===== src/common/cpu_defs.svh =====
`ifndef CPU_DEFS_SVH
`define CPU_DEFS_SVH

// datapath widths
`define CPU_WORD_W      16
`define CPU_IADDR_W     8
`define CPU_DADDR_W     8

// register file
`define CPU_NREGS       8
`define CPU_REG_IDX_W   3

// instruction word layout
`define CPU_OP_W        5
`define CPU_SHAMT_W     4
`define CPU_OP_LSB      11
`define CPU_R1_LSB      8
`define CPU_R2_LSB      4

`endif

===== src/common/cpu_pkg.sv =====
`default_nettype none

`include "cpu_defs.svh"

package cpu_pkg;

    typedef logic [`CPU_WORD_W-1:0]    word_t;
    typedef logic [`CPU_IADDR_W-1:0]   iaddr_t;
    typedef logic [`CPU_DADDR_W-1:0]   daddr_t;
    typedef logic [`CPU_REG_IDX_W-1:0] reg_idx_t;

    // 00100..00111 are unused
    typedef enum logic [`CPU_OP_W-1:0] {
        NOP   = 5'b00000,
        HALT  = 5'b00001,
        LOAD  = 5'b00010,
        STORE = 5'b00011,
        LDIH  = 5'b01000,
        ADD   = 5'b01001,
        ADDI  = 5'b01010,
        ADDC  = 5'b01011,
        SUB   = 5'b01100,
        SUBI  = 5'b01101,
        SUBC  = 5'b01110,
        CMP   = 5'b01111,
        AND   = 5'b10000,
        OR    = 5'b10001,
        XOR   = 5'b10010,
        SLL   = 5'b10011,
        SRL   = 5'b10100,
        SLA   = 5'b10101,
        SRA   = 5'b10110,
        SET   = 5'b10111,
        JUMP  = 5'b11000,
        JMPR  = 5'b11001,
        BZ    = 5'b11010,
        BNZ   = 5'b11011,
        BN    = 5'b11100,
        BNN   = 5'b11101,
        BC    = 5'b11110,
        BNC   = 5'b11111
    } opcode_t;

    // instruction word that pipeline registers reset to
    localparam word_t NOP_IR = {NOP, {(`CPU_WORD_W - `CPU_OP_W){1'b0}}};

    function automatic opcode_t op_of(input word_t ir);
        return opcode_t'(ir[`CPU_OP_LSB +: `CPU_OP_W]);
    endfunction

endpackage

`default_nettype wire


===== src/design/cpu_core.sv =====
`timescale 1ns/1ps
`default_nettype none

module cpu_core
    import cpu_pkg::*;
(
    input  logic   clk,
    input  logic   rst_n,
    input  logic   enable,
    input  logic   start,
    input  word_t  i_datain,
    input  word_t  d_datain,
    output iaddr_t i_addr,
    output daddr_t d_addr,
    output logic   d_we,
    output word_t  d_dataout,
    output logic   running
);

    // fetch -> decode
    word_t    id_ir;

    // register file read side
    reg_idx_t rd_idx_a;
    reg_idx_t rd_idx_b;
    reg_idx_t rd_idx_c;
    word_t    rd_data_a;
    word_t    rd_data_b;
    word_t    rd_data_c;

    // decode -> execute
    word_t    ex_ir;
    word_t    opnd_a;
    word_t    opnd_b;
    word_t    store_data;

    // execute -> memory
    word_t    mem_ir;
    word_t    result;
    logic     zf;
    logic     nf;
    logic     cf;

    // memory stage back to fetch, control and register file
    logic     branch_taken;
    iaddr_t   branch_target;
    opcode_t  wb_op;
    logic     wr_en;
    reg_idx_t wr_idx;
    word_t    wr_data;

    run_control   u_run_control   (.*);
    fetch_stage   u_fetch_stage   (.*);
    register_file u_register_file (.*);
    decode_stage  u_decode_stage  (.*);
    execute_stage u_execute_stage (.*);
    memory_stage  u_memory_stage  (.*);

endmodule

`default_nettype wire


===== src/design/memory_stage.sv =====
`timescale 1ns/1ps
`default_nettype none

`include "cpu_defs.svh"

module memory_stage
    import cpu_pkg::*;
(
    input  logic     clk,
    input  logic     rst_n,
    input  logic     running,
    input  word_t    mem_ir,
    input  word_t    result,
    input  logic     zf,
    input  logic     nf,
    input  logic     cf,
    input  word_t    d_datain,
    output daddr_t   d_addr,
    output logic     branch_taken,
    output iaddr_t   branch_target,
    output opcode_t  wb_op,
    output logic     wr_en,
    output reg_idx_t wr_idx,
    output word_t    wr_data
);

    opcode_t mem_op;
    daddr_t  daddr_q;
    logic    mem_access;

    assign mem_op     = op_of(mem_ir);
    assign mem_access = (mem_op == LOAD) || (mem_op == STORE);

    // address follows the result on an access, else the last store address
    assign d_addr = mem_access ? daddr_t'(result) : daddr_q;

    always_ff @(posedge clk or negedge rst_n)
    begin
        if (!rst_n)
            daddr_q <= '0;
        else if (running && (mem_op == STORE))
            daddr_q <= daddr_t'(result);
    end

    // ------------------------------------------------------------------------
    // branch decision
    // ------------------------------------------------------------------------
    always_comb
    begin
        case (mem_op)
            JUMP, JMPR: branch_taken = 1'b1;
            BZ:         branch_taken = zf;
            BNZ:        branch_taken = !zf;
            BN:         branch_taken = nf;
            BNN:        branch_taken = !nf;
            BC:         branch_taken = cf;
            BNC:        branch_taken = !cf;
            default:    branch_taken = 1'b0;
        endcase
    end

    assign branch_target = iaddr_t'(result);

    // ------------------------------------------------------------------------
    // write-back register
    // ------------------------------------------------------------------------
    always_ff @(posedge clk or negedge rst_n)
    begin
        if (!rst_n)
        begin
            wb_op <= NOP;
            wr_en <= 1'b0;
        end
        else if (running)
        begin
            // a HALT stays here until reset
            wb_op <= (wb_op == HALT) ? HALT : mem_op;
            wr_en <= mem_op inside {LOAD, LDIH, ADD, ADDI, ADDC, SUB, SUBI, SUBC,
                                    AND, OR, XOR, SLL, SRL, SLA, SRA, SET};
        end
    end

    always_ff @(posedge clk)
    begin
        if (running)
        begin
            wr_idx  <= mem_ir[`CPU_R1_LSB +: `CPU_REG_IDX_W];
            wr_data <= (mem_op == LOAD) ? d_datain : result;
        end
    end

endmodule

`default_nettype wire


===== src/design/execute_stage.sv =====
`timescale 1ns/1ps
`default_nettype none

`include "cpu_defs.svh"

module execute_stage
    import cpu_pkg::*;
(
    input  logic  clk,
    input  logic  rst_n,
    input  logic  running,
    input  word_t ex_ir,
    input  word_t opnd_a,
    input  word_t opnd_b,
    input  word_t store_data,
    output word_t mem_ir,
    output word_t result,
    output logic  d_we,
    output word_t d_dataout,
    output logic  zf,
    output logic  nf,
    output logic  cf
);

    opcode_t                 ex_op;
    logic [`CPU_SHAMT_W-1:0] shamt;
    word_t                   alu_out;
    logic                    alu_cf;
    logic                    flag_op;

    assign ex_op = op_of(ex_ir);
    assign shamt = opnd_b[`CPU_SHAMT_W-1:0];

    // ------------------------------------------------------------------------
    // ALU
    // ------------------------------------------------------------------------
    always_comb
    begin
        alu_cf  = cf;
        alu_out = opnd_a + opnd_b;
        case (ex_op)
            AND:
            begin
                alu_cf  = 1'b0;
                alu_out = opnd_a & opnd_b;
            end
            OR:
            begin
                alu_cf  = 1'b0;
                alu_out = opnd_a | opnd_b;
            end
            XOR:
            begin
                alu_cf  = 1'b0;
                alu_out = opnd_a ^ opnd_b;
            end
            SET:
            begin
                alu_cf  = 1'b0;
                alu_out = opnd_b;
            end
            // shifts keep the carry
            SLL, SLA:
                alu_out = opnd_a << shamt;
            SRL:
                alu_out = opnd_a >> shamt;
            SRA:
                alu_out = word_t'($signed(opnd_a) >>> shamt);
            ADD, ADDI:
                {alu_cf, alu_out} = {1'b0, opnd_a} + {1'b0, opnd_b};
            ADDC:
                {alu_cf, alu_out} = {1'b0, opnd_a} + {1'b0, opnd_b} + cf;
            // bit 16 of the difference is the borrow
            SUB, SUBI, CMP:
                {alu_cf, alu_out} = {1'b0, opnd_a} - {1'b0, opnd_b};
            SUBC:
                {alu_cf, alu_out} = {1'b0, opnd_a} - {1'b0, opnd_b} - cf;
            default:
                ;
        endcase
    end

    assign flag_op = ex_op inside {LDIH, ADD, ADDI, ADDC, SUB, SUBI, SUBC, CMP,
                                   AND, OR, XOR, SLL, SRL, SLA, SRA, SET};

    always_ff @(posedge clk or negedge rst_n)
    begin
        if (!rst_n)
        begin
            mem_ir <= NOP_IR;
            d_we   <= 1'b0;
            zf     <= 1'b0;
            nf     <= 1'b0;
            cf     <= 1'b0;
        end
        else if (running)
        begin
            mem_ir <= ex_ir;
            d_we   <= (ex_op == STORE);
            if (flag_op)
            begin
                zf <= (alu_out == '0);
                nf <= alu_out[`CPU_WORD_W-1];
                cf <= alu_cf;
            end
        end
    end

    // result doubles as data address and branch target
    always_ff @(posedge clk)
    begin
        if (running)
        begin
            result <= alu_out;
            if (ex_op == STORE)
                d_dataout <= store_data;
        end
    end

    a_ex_op_known: assert property (
        @(posedge clk) disable iff (!rst_n)
        running |-> !$isunknown(ex_ir[`CPU_OP_LSB +: `CPU_OP_W])
    );

endmodule

`default_nettype wire


===== src/design/decode_stage.sv =====
`timescale 1ns/1ps
`default_nettype none

`include "cpu_defs.svh"

module decode_stage
    import cpu_pkg::*;
(
    input  logic     clk,
    input  logic     rst_n,
    input  logic     running,
    input  word_t    id_ir,
    output reg_idx_t rd_idx_a,
    output reg_idx_t rd_idx_b,
    output reg_idx_t rd_idx_c,
    input  word_t    rd_data_a,
    input  word_t    rd_data_b,
    input  word_t    rd_data_c,
    output word_t    ex_ir,
    output word_t    opnd_a,
    output word_t    opnd_b,
    output word_t    store_data
);

    opcode_t                 id_op;
    logic [`CPU_SHAMT_W-1:0] imm4;
    logic [`CPU_R1_LSB-1:0]  imm8;

    assign id_op = op_of(id_ir);
    assign imm4  = id_ir[`CPU_SHAMT_W-1:0];
    assign imm8  = id_ir[`CPU_R1_LSB-1:0];

    // port a reads r1, b reads r2, c reads r3
    assign rd_idx_a = id_ir[`CPU_R1_LSB +: `CPU_REG_IDX_W];
    assign rd_idx_b = id_ir[`CPU_R2_LSB +: `CPU_REG_IDX_W];
    assign rd_idx_c = id_ir[`CPU_REG_IDX_W-1:0];

    always_ff @(posedge clk or negedge rst_n)
    begin
        if (!rst_n)
            ex_ir <= NOP_IR;
        else if (running)
            ex_ir <= id_ir;
    end

    // ------------------------------------------------------------------------
    // operand registers, left alone by opcodes that do not use them
    // ------------------------------------------------------------------------
    always_ff @(posedge clk)
    begin
        if (running)
        begin
            if (id_op == STORE)
                store_data <= rd_data_a;

            case (id_op)
                JUMP:
                    opnd_a <= '0;
                LDIH, ADDI, SUBI, SET, JMPR, BZ, BNZ, BN, BNN, BC, BNC:
                    opnd_a <= rd_data_a;
                LOAD, STORE, ADD, ADDC, SUB, SUBC, CMP, AND, OR, XOR,
                SLL, SRL, SLA, SRA:
                    opnd_a <= rd_data_b;
                default:
                    ;
            endcase

            case (id_op)
                // address offset or shift amount
                LOAD, STORE, SLL, SRL, SLA, SRA:
                    opnd_b <= word_t'(imm4);
                ADDI, SUBI, SET, JUMP, JMPR, BZ, BNZ, BN, BNN, BC, BNC:
                    opnd_b <= word_t'(imm8);
                LDIH:
                    opnd_b <= {imm8, {(`CPU_WORD_W - `CPU_R1_LSB){1'b0}}};
                ADD, ADDC, SUB, SUBC, CMP, AND, OR, XOR:
                    opnd_b <= rd_data_c;
                default:
                    ;
            endcase
        end
    end

endmodule

`default_nettype wire


===== src/design/register_file.sv =====
`timescale 1ns/1ps
`default_nettype none

`include "cpu_defs.svh"

module register_file
    import cpu_pkg::*;
(
    input  logic     clk,
    input  logic     rst_n,
    input  logic     running,
    input  reg_idx_t rd_idx_a,
    input  reg_idx_t rd_idx_b,
    input  reg_idx_t rd_idx_c,
    output word_t    rd_data_a,
    output word_t    rd_data_b,
    output word_t    rd_data_c,
    input  logic     wr_en,
    input  reg_idx_t wr_idx,
    input  word_t    wr_data
);

    word_t regs [`CPU_NREGS];

    // no bypass, a write is visible to decode one cycle later
    assign rd_data_a = regs[rd_idx_a];
    assign rd_data_b = regs[rd_idx_b];
    assign rd_data_c = regs[rd_idx_c];

    always_ff @(posedge clk or negedge rst_n)
    begin
        if (!rst_n)
        begin
            for (int i = 0; i < `CPU_NREGS; i++)
                regs[i] <= '0;
        end
        else if (running && wr_en)
            regs[wr_idx] <= wr_data;
    end

    a_wr_idx_known: assert property (
        @(posedge clk) disable iff (!rst_n)
        (running && wr_en) |-> !$isunknown(wr_idx)
    );

endmodule

`default_nettype wire


===== src/design/fetch_stage.sv =====
`timescale 1ns/1ps
`default_nettype none

module fetch_stage
    import cpu_pkg::*;
(
    input  logic   clk,
    input  logic   rst_n,
    input  logic   running,
    input  logic   branch_taken,
    input  iaddr_t branch_target,
    input  word_t  i_datain,
    output iaddr_t i_addr,
    output word_t  id_ir
);

    iaddr_t pc;

    // instruction memory is addressed straight from the pc
    assign i_addr = pc;

    always_ff @(posedge clk or negedge rst_n)
    begin
        if (!rst_n)
        begin
            pc    <= '0;
            id_ir <= NOP_IR;
        end
        else if (running)
        begin
            id_ir <= i_datain;
            // taken branch resolves in memory, three slots behind
            if (branch_taken)
                pc <= branch_target;
            else
                pc <= pc + iaddr_t'(1);
        end
    end

endmodule

`default_nettype wire


===== src/design/run_control.sv =====
`timescale 1ns/1ps
`default_nettype none

module run_control
    import cpu_pkg::*;
(
    input  logic    clk,
    input  logic    rst_n,
    input  logic    enable,
    input  logic    start,
    input  opcode_t wb_op,
    output logic    running
);

    typedef enum logic {IDLE, RUN} state_t;

    state_t state;
    state_t next_state;

    // a HALT stays in write-back while frozen, so it also blocks a restart
    always_comb
    begin
        next_state = state;
        case (state)
            IDLE:
                if (enable && start && (wb_op != HALT))
                    next_state = RUN;
            RUN:
                if (!enable || (wb_op == HALT))
                    next_state = IDLE;
            default:
                next_state = IDLE;
        endcase
    end

    always_ff @(posedge clk or negedge rst_n)
    begin
        if (!rst_n)
            state <= IDLE;
        else
            state <= next_state;
    end

    assign running = (state == RUN);

    a_no_start_without_enable: assert property (
        @(posedge clk) disable iff (!rst_n)
        $rose(running) |-> $past(enable)
    );

endmodule

`default_nettype wire


===== config.mk =====
export PLATFORM = sky130hd
export DESIGN_NAME = cpu_core
export DESIGN_NICKNAME = d
export VERILOG_FILES = /design/src/common/cpu_pkg.sv /design/src/design/cpu_core.sv /design/src/design/memory_stage.sv /design/src/design/execute_stage.sv /design/src/design/decode_stage.sv /design/src/design/register_file.sv /design/src/design/fetch_stage.sv /design/src/design/run_control.sv
export VERILOG_INCLUDE_DIRS = /design/src /design/src/common
export SDC_FILE = /design/constraint.sdc
export NUM_CORES = 1
export LEC_CHECK = 0
export BUFFER_PORTS_ARGS = -buffer_cell sky130_fd_sc_hd__buf_2
export CAP_MARGIN = 20
export CORE_UTILIZATION = 60
export CTS_CLUSTER_SIZE = 20
export DETAILED_ROUTE_END_ITERATION = 16
export PLACE_DENSITY = 0.82
export REMOVE_ABC_BUFFERS = 1
export SYNTH_ARGS = -nofsm -noshare
export SYNTH_HDL_FRONTEND = slang
export SYNTH_SLANG_ARGS = --single-unit
export TNS_END_PERCENT = 30

===== constraint.sdc =====
create_clock -name clk -period 11.6 [get_ports clk]
set_clock_uncertainty 0.15 [all_clocks]
set_input_delay 1.16 -clock clk [delete_from_list [all_inputs] [get_ports clk]]
set_output_delay 1.16 -clock clk [all_outputs]
set_load 0.005 [all_outputs]

Word-level counts from Yosys, hierarchy flattened
Cells that the tools add are included.
Word-level totals
  register bits: 302
  output and inout bits: 34
  bits of input ports: 36
  word-level logic and storage cells: 176
Cells by class
  $add $sub $neg: 6
  order comparisons: 5
  reductions and logical operators: 33
  eq/ne operators: 70
  bitwise gates (word level): 8
  shifts and indexed selects: 3
  muxes and demuxes: 24
Operator list (number)
  5-bit equality test, second input constant: 40
  16-bit one-hot mux with 11 select lines: 1
  16-bit binary-select mux with 3-bit select: 3
  128-bit bitwise mux: 1
  16-bit two-way mux: 8
  5-bit by 4-bit equality test with 1-bit output, second input constant: 23
  16-bit one-hot mux with 4 select lines: 1
  16-bit demux with 3-bit select: 1
  16-bit one-hot mux with 3 select lines: 1
  16-bit nonzero test: 2
  5-bit by 2-bit equality test with 1-bit output, second input constant: 5
  11-bit OR reduction: 2
  16-bit by 16-bit adder with 17-bit output: 1
  17-bit by 1-bit adder with 17-bit output: 1
  16-bit by 16-bit subtractor with 17-bit output: 1
  17-bit by 1-bit subtractor with 17-bit output: 1
  16-bit adder: 1
  16-bit AND: 1
  4-bit greater-or-equal comparator, second input constant: 4
  16-bit zero test: 1
  8-bit two-way mux: 2
  3-bit inverter with 4-bit output: 4
  16-bit OR: 1
  16-bit by 4-bit left shift with 16-bit output: 1
  27 further kinds: 42

Longest topological paths before layout
Gate-level depths: netlist of run 1.
  depth in word-level cells: 6
  gate-level depth with buffers: 18
  depth with buffers taken out: 15

Cells and area by module
Synthesis of run 1 repeated with hierarchy kept, for this count alone.
Unflattened totals
  cells, all modules: 1693
  area total of the unflattened synthesis: 20587.2 µm²
By module, submodules not included
  register_file: area each 7684.9 µm², times used 1, cells an instance 450, sequential area each 3203.1 µm²
  execute_stage: area each 7379.6 µm², times used 1, cells an instance 876, sequential area each 1461.4 µm²
  decode_stage: area each 2747.6 µm², times used 1, cells an instance 162, sequential area each 1841.8 µm²
  memory_stage: area each 1646.6 µm², times used 1, cells an instance 112, sequential area each 920.9 µm²
  fetch_stage: area each 1087.3 µm², times used 1, cells an instance 89, sequential area each 600.6 µm²
  run_control: area each 41.3 µm², times used 1, cells an instance 4, sequential area each 25.0 µm²

Least setup slack after synthesis of run 1
Ideal clock, no wire load.
  path type: reg-to-reg
  start: register u_decode_stage.opnd_b[1]
  end: register u_execute_stage.zf
  clock period less this slack: 4.785 ns
  path buffers: 2
  data arrival time: 4.543 ns
  setup slack: 6.815 ns
  stages on the path, launching flop included: 16
  data required time: 11.358 ns
  setup time: 0.092 ns
  cell sequence: edfxtp_1 clkbuf_1 inv_2 buf_1 ha_1 a211oi_1 nor2_1 nor3_1 xnor2_1 nor2_1 a211o_1 or4b_1 or4_1 or4b_1 or3_1 o31ai_2
On the way
  cells in the longest elaborated chain, start to end: 4
  elaborated cells on any way between the ends: 13
  classes of those cells: add/sub: 5; shift: 3; mux: 1; bitwise: 3; reduce/logical: 1
Ends and longest elaborated chain
  start: declaration: line decode_stage.sv:21  | output word_t opnd_b,
  start signal: assignment: line decode_stage.sv:71  | opnd_b <= word_t'(imm4);
  start signal: assignment: line decode_stage.sv:73  | opnd_b <= word_t'(imm8);
  start signal: assignment: line decode_stage.sv:75  | opnd_b <= {imm8, {(`CPU_WORD_W - `CPU_R1_LSB){1'b0}}};
  16-bit by 16-bit subtractor with 17-bit output / 16-bit by 16-bit adder with 17-bit output (equally long branches)
  17-bit by 1-bit subtractor with 17-bit output / 17-bit by 1-bit adder with 17-bit output (equally long branches): line execute_stage.sv:77, execute_stage.sv:72
  16-bit one-hot mux with 11 select lines (*): line execute_stage.sv:41  | case (ex_op)
  via u_execute_stage.alu_out[4]: line execute_stage.sv:27  | word_t alu_out;
  16-bit zero test (*): line execute_stage.sv:102  | zf <= (alu_out == '0);
  end signal: assignment: line execute_stage.sv:102
  end: declaration: line execute_stage.sv:20  | output logic zf,
Mark *: on every way through the listed nets, which the timed path passes. The rest lies on a longest branch.
A chain may end at the register's enable or synchronous reset.

Worst setup path after layout of run 1
  start: register u_decode_stage.opnd_b[2]
  end: register u_execute_stage.zf
Same word-level chain as after synthesis.

==> flow_metrics.env, run 1 <==
export IMPL_grt_max_degree=73
export IMPL_fin_nets=1757
export IMPL_total_power_mw=6.38
export IMPL_start_kind="flip-flop"
export IMPL_hold_viol=0
export IMPL_outcome="completed"
export IMPL_design_core_area_um2=30900
export IMPL_clockBufferDepth=3
export IMPL_antenna_found_initial=0
export IMPL_setup_viol=0
export IMPL_fin_area_um2=20800
export IMPL_min_period_over_period_pct=47.5
export IMPL_rsz0062_at_grt="false"
export IMPL_synth_seq_cells=286
export IMPL_cap_violations=0
export IMPL_yosysMostFrequentCell="mux2_2"
export IMPL_syn_area_per_cell_um2=11.6
export IMPL_reg2regPathDepth=13
export IMPL_r2r_slack_ps=6100
export IMPL_diodes=0
export IMPL_initialDrtViolationCount=1670
export IMPL_die_area_um2=32400
export IMPL_cts_hold_buf=0
export IMPL_die_y_um=180
export IMPL_synth_edff_count=99
export IMPL_portBuffers=69
export IMPL_synth_seq_area_share_pct=40.3
export IMPL_overflow=0
export IMPL_hp_class="flip-flop to flip-flop"
export IMPL_period_minus_slack_ps=5500
export IMPL_crit_fanout=31
export IMPL_synth_top_area_share_pct=24.6
export IMPL_r2r_end="u_execute_stage.zf"
export IMPL_rows=64
export IMPL_fmax_mhz=182
export IMPL_ant_nets=0
export IMPL_route_detailed_drc=0
export IMPL_final_cells=2085
export IMPL_htreeDepth=1
export IMPL_worstHoldStart="u_decode_stage.store_data[3]"
export IMPL_dp_hpwl_mm=40.7
export IMPL_cts_root_buffer="clkbuf_16"
export IMPL_initial_core_util_pct=61.5
export IMPL_cts_buffers=30
export IMPL_vias=14900
export IMPL_clk_pin_slew_worst_paths_ps=70
export IMPL_powerDensity_nw_per_um2=306
export IMPL_synthArstFlopShare_pct=65.4
export IMPL_synth_top_area_cell="dfrtp_1"
export IMPL_synth_flop_cell="dfrtp_1"
export IMPL_clock_sink_count=286
export IMPL_required_ps=11920
export IMPL_cp_end_kind="flip-flop"
export IMPL_syn_instance_count=1638
export IMPL_die_w_um=180
export IMPL_ios=70
export IMPL_postPlaceCellArea_um2=19800
export IMPL_synthesis_yosys_warnings=0
export IMPL_ctsResizeCount=0
export IMPL_maxSlewViolCount=0
export IMPL_vdd_drop_max_mv=0.258
export IMPL_critPathArrivalTime_ps=5830
export IMPL_synthTopCellsByCount="mux2_2 (205), dfrtp_1 (187), mux4_2 (107)"
export IMPL_viasPerCell=7.13
export IMPL_power_leakage_nw=8.62
export IMPL_finalWirelength_mm=58.6
export IMPL_fillCellCount=2190
export IMPL_multiInputGateArea_um2=10700
export IMPL_grt_pass1_wl_mm=89.9
export IMPL_ff_latch_area_um2=7660
export IMPL_area_delta_synth_final_pct=9.44
export IMPL_syn_area_um2=19000
export IMPL_gp_congestion=0.999
export IMPL_first_pass_iters=7
export IMPL_min_to="u_execute_stage.d_dataout[3]"
export IMPL_clk_latency_ps=570
export IMPL_tightest_slew_ps=1200
export IMPL_setup_tns_ps=0
export IMPL_post_cts_buffers=0
export IMPL_cts_tree="done"
export IMPL_critPathKind="flip-flop to flip-flop"
export IMPL_drive_gt1_share_pct=29.4
export IMPL_final_util_pct=67.3
export IMPL_first_global_vias=14700
export IMPL_grt_use_total_pct=36.6
export IMPL_reg2reg_from="u_decode_stage.opnd_b[2]"
export IMPL_routedWlPerCell_um=28.1
export IMPL_slew_headroom_pct=20.0
export IMPL_synth_area_leaders="dfrtp_1 (25%), edfxtp_1 (16%), mux4_2 (13%)"
export IMPL_holdPathStages=0
export IMPL_synth_distinct_cells=81
export IMPL_placed_cells=2029
-- per-stage QoR --
step	worst slack, ps	hold slack (ps)
after floorplan	6370	250
after global placement	6270	252
after detailed placement	6170	255
after CTS	6130	266
after global routing	5670	270
final	6100	267
-- power breakdown --
group	switching (mW)	total (mW)	internal (mW)
sequential	0.510	1.98	1.47
combinational	1.95	3.39	1.45
clock	0.400	1.00	0.604
-- how the worst max path moves through the flow --
stage / startpoint / endpoint / cells past startpoint
after floorplan: u_run_control.running / u_execute_stage.d_dataout[0] / 2
after global placement: u_decode_stage.opnd_b[2] / u_execute_stage.zf / 13
after detailed placement: u_decode_stage.opnd_b[0] / u_execute_stage.zf / 13
after CTS: u_decode_stage.opnd_b[0] / u_execute_stage.zf / 13
after global routing: u_decode_stage.opnd_b[3] / u_execute_stage.zf / 13
final: u_decode_stage.opnd_b[2] / u_execute_stage.zf / 13
-- critical path, stage by stage (launching register included) --
cell and delay [ps]:
edfxtp_1 320, buf_4 310, inv_2 230, ha_1 560, a211oi_1 680, o21ai_0 470, a21oi_1 330, xnor2_1 230
nor4bb_1 650, mux2i_1 260, o221ai_1 160, or4b_1 520, or3_1 330, o31ai_2 220
-- area by class of cell --
cell class	instances	area share, %
inverter	69	1.24
tap	396	2.38
clock buffer	36	3.87
sequential	286	36.8
timing repair buffer	107	3.06
multi-input combinational	1171	51.5
clock inverter	20	1.11
-- routing by layer --
metal | share of wire, % | vias to the layer above | global-route usage (%) | routed length (um)
met5 | 0 | - | 0 | 0
li1 | - | 6363 | - | -
met1 | 38 | 7352 | 48.5 | 22400
met2 | 47 | 901 | 57.4 | 27300
met4 | 6.5 | 0 | 21.2 | 3820
met3 | 8.7 | 249 | 6.02 | 5090
-- logic make-up after synthesis --
family	after synthesis	share of synthesized area, %
buffers and inverters	181	3.65
xor gates and xnor gates	45	2.07
DFF	286	40.3
muxes	391	29.1
adders and majority gates	56	3.76
and+or+nand+nor	363	9.69
AOI/OAI and AO/OA	316	11.4
-- placed cells by master, fill, tap and decap left out, types with 27 or more instances in the layout --
cell type  netlist  layout
a21oi_1         58      58
buf_2            5      69
buf_4            0      37
clkbuf_16        0      31
dfrtp_1        187     183
edfxtp_1        99      99
ha_1            54      54
inv_1           64      64
mux2_2         205     205
mux2i_1         77      77
mux4_2         107     107
nand2_1         85      85
nand3_1         33      33
nor2_1          88      88
nor3_1          32      30
o21ai_0         64      64
o22ai_1         27      27
xnor2_1         30      30
-- sequential cells by signal (all words and copies together) (netlist names), 16 cells and up --
name                       cells
u_decode_stage.opnd_b         16
u_execute_stage.result        16
u_register_file.regs         128
u_fetch_stage.id_ir           16
u_decode_stage.store_data     16
u_memory_stage.wr_data        16
u_execute_stage.d_dataout     16
u_decode_stage.opnd_a         16
(Power assumes the default switching activity.)
==> inputs of run 2 (changes only) <==
Settings changed: CORE_UTILIZATION 60 to 57, PLACE_DENSITY 0.82 to 0.81.
Clock period 11.6 ns to 4.6 ns, I/O delays scaled along.
==> run 2 against run 1 <==
Fmax grew 21%. Sequential share of layout area decreased by 3.1 points. Critical path depth down 1. Sequential power grew to 2.5 times the previous value. Global-route usage grew 3.0 points. Routed wire length increased by 13%. Core utilization increased by 2.3 points. Cell area up 9.4%. Non-clock buffer count rose by 216. Count of clock-buffer cells in the layout increased by 5. Final cell count grew 13%. Via count grew 8.6%.
==> flow_metrics.env, run 2 (synthesized netlist as in run 1, its figures left out) <==
export IMPL_path_delay_family="simple AND/OR/NAND/NOR gates"
export IMPL_routedWlPerCell_um=28.3
export IMPL_grt_pass1_wl_mm=99.6
export IMPL_setup_viol=0
export IMPL_die_area_um2=34100
export IMPL_rsz0062_at_grt="true"
export IMPL_cts_buffers=30
export IMPL_critPathArrivalTime_ps=4880
export IMPL_design_core_area_um2=32700
export IMPL_top_register="u_register_file.regs"
export IMPL_grt_use_total_pct=39.6
export IMPL_r2r_end="u_execute_stage.zf"
export IMPL_fmax_mhz=219
export IMPL_cts_tree="done"
export IMPL_first_pass_iters=6
export IMPL_internal_power_mw=10.3
export IMPL_reg2reg_from="u_decode_stage.ex_ir[14]"
export IMPL_die_y_um=185
export IMPL_grt_max_degree=112
export IMPL_clk_latency_ps=570
export IMPL_crit_cells=12
export IMPL_maxSlewViolCount=0
export IMPL_drive_gt1_share_pct=38.3
export IMPL_gp_congestion=1.03
export IMPL_final_util_pct=69.6
export IMPL_powerDensity_nw_per_um2=806
export IMPL_vdd_drop_max_mv=0.651
export IMPL_dp_hpwl_mm=47.3
export IMPL_cp_end_kind="flip-flop"
export IMPL_diodes=0
export IMPL_holdPathStages=2
export IMPL_mostFrequentLayoutCells="buf_4 (235), mux2_2 (205), dfrtp_1 (182)"
export IMPL_clkPwrFrac_pct=13.7
export IMPL_period_minus_slack_ps=4560
export IMPL_initial_core_util_pct=58.1
export IMPL_p_comb_share_pct=58.8
export IMPL_r2r_slack_ps=40
export IMPL_rows=66
export IMPL_ant_nets=0
export IMPL_largest_reg_flops=128
export IMPL_hold_viol=0
export IMPL_finalWirelength_mm=66.4
export IMPL_outcome="completed"
export IMPL_switching_share_pct=43.8
export IMPL_p_switching_mw=8.04
export IMPL_initialDrtViolationCount=1846
export IMPL_slew_headroom_pct=25.1
export IMPL_ios=70
export IMPL_power_leakage_nw=9.72
export IMPL_crit_path_max_incr_delay_ps=700
export IMPL_start_kind="flip-flop"
export IMPL_portBuffers=69
export IMPL_required_ps=4920
export IMPL_antenna_found_initial=1
export IMPL_clock_sink_count=286
export IMPL_fin_nets=1973
export IMPL_cap_violations=0
export IMPL_hp_class="input pin to flip-flop"
export IMPL_clockBufferDepth=3
export IMPL_reg2regPathDepth=12
export IMPL_route_detailed_drc=0
export IMPL_layout_commonest_cell="buf_4"
export IMPL_overflow=0
export IMPL_critPathKind="flip-flop to flip-flop"
export IMPL_crit_fanout=14
export IMPL_setup_worst_path_start="u_decode_stage.ex_ir[14]"
export IMPL_min_to="u_fetch_stage.id_ir[4]"
export IMPL_area_delta_synth_final_pct=19.7
export IMPL_viasPerCell=6.88
export IMPL_clk_pin_slew_worst_paths_ps=70
export IMPL_cp_num_buf_inv=1
export IMPL_htreeDepth=1
export IMPL_vias=16100
export IMPL_cpMaxStageDelayCell="dfrtp_1"
export IMPL_first_global_vias=16200
export IMPL_setup_tns_ps=0
export IMPL_cts_root_buffer="clkbuf_16"
export IMPL_worstHoldStart="i_datain[4]"
export IMPL_min_period_over_period_pct=99.2
export IMPL_die_w_um=185
export IMPL_crit_chain="and3b_1 -> and3_1 -> o2bb2ai_1 -> a2111oi_1 -> buf_4 -> and4b_1 -> o211ai_1 -> o21a_1 -> or4_4 -> or4b_4 -> or3_1 -> o31ai_2"
export IMPL_seq_power_share_pct=27.4
export IMPL_tightest_slew_ps=1120
run 2: cell types whose count changed in the layout (fill, tap and decap cells not counted), moves of 4 or more:
cell and delta:
a2111oi_0 -6, dlygate4sd3_1 +15, buf_4 +198, clkbuf_8 +4
run 2: power groups by stage:
stage	clock network [mW]	logic, mW	registers (mW)
floorplan	0	5.58	4.87
global placement	0	10.1	4.83
finish	2.52	10.8	5.03
global route	2.61	11.3	5.11
CTS	2.52	10.4	4.96
detailed placement	0	10.2	4.94
run 2: how the worst max path moves through the flow:
stage                                         endpoint  slack, ps
final                               u_execute_stage.zf         40
after global routing                u_execute_stage.zf       -140
after CTS                           u_execute_stage.zf          4
after detailed placement            u_execute_stage.zf        -70
after global placement              u_execute_stage.zf       -110
after floorplan           u_execute_stage.d_dataout[0]       -630
run 2: stage by stage:
stage | power, mW | hold WS [ps] | std cells | setup slack [ps] | area (um^2)
4_1_cts | 17.9 | 6.08 | 2345 | 3.51 | 22600
5_1_grt | 19.1 | 5.82 | 2347 | -136 | 22800
6_report | 18.3 | 17.2 | 2347 | 37.3 | 22800
2_1_floorplan | 10.4 | 14.4 | 1526 | -634 | 18600
3_5_place_dp | 15.1 | 258 | 2274 | -69.7 | 21300
3_3_place_gp | 14.9 | 257 | 2274 | -109 | 21300
run 2: metal layers:
metal | GRT usage, % | wire length [um]
met3 | 5.79 | 5480
met4 | 21.7 | 3910
met5 | 0 | 17
met2 | 64.2 | 31400
met1 | 51.5 | 25600
run 2: cell type report:
| cell class | count | area (um^2) |
|---|---|---|
| Sequential cell | 286 | 7660 |
| Multi-Input combinational cell | 1171 | 10900 |
| Clock buffer | 41 | 885 |
| Fill cell | 2302 | 9950 |
| Timing Repair Buffer | 323 | 2340 |
| Inverter | 69 | 259 |
| Clock inverter | 15 | 138 |
| Tap cell | 442 | 553 |
run 2: repair_timing:
action,in CTS,in global routing
pin swaps,0,12
hold endpoints to repair,123,0
buffers inserted,0,2
hold buffers,15,0
resized for setup,11,36
endpoints found under the setup margin,2,3
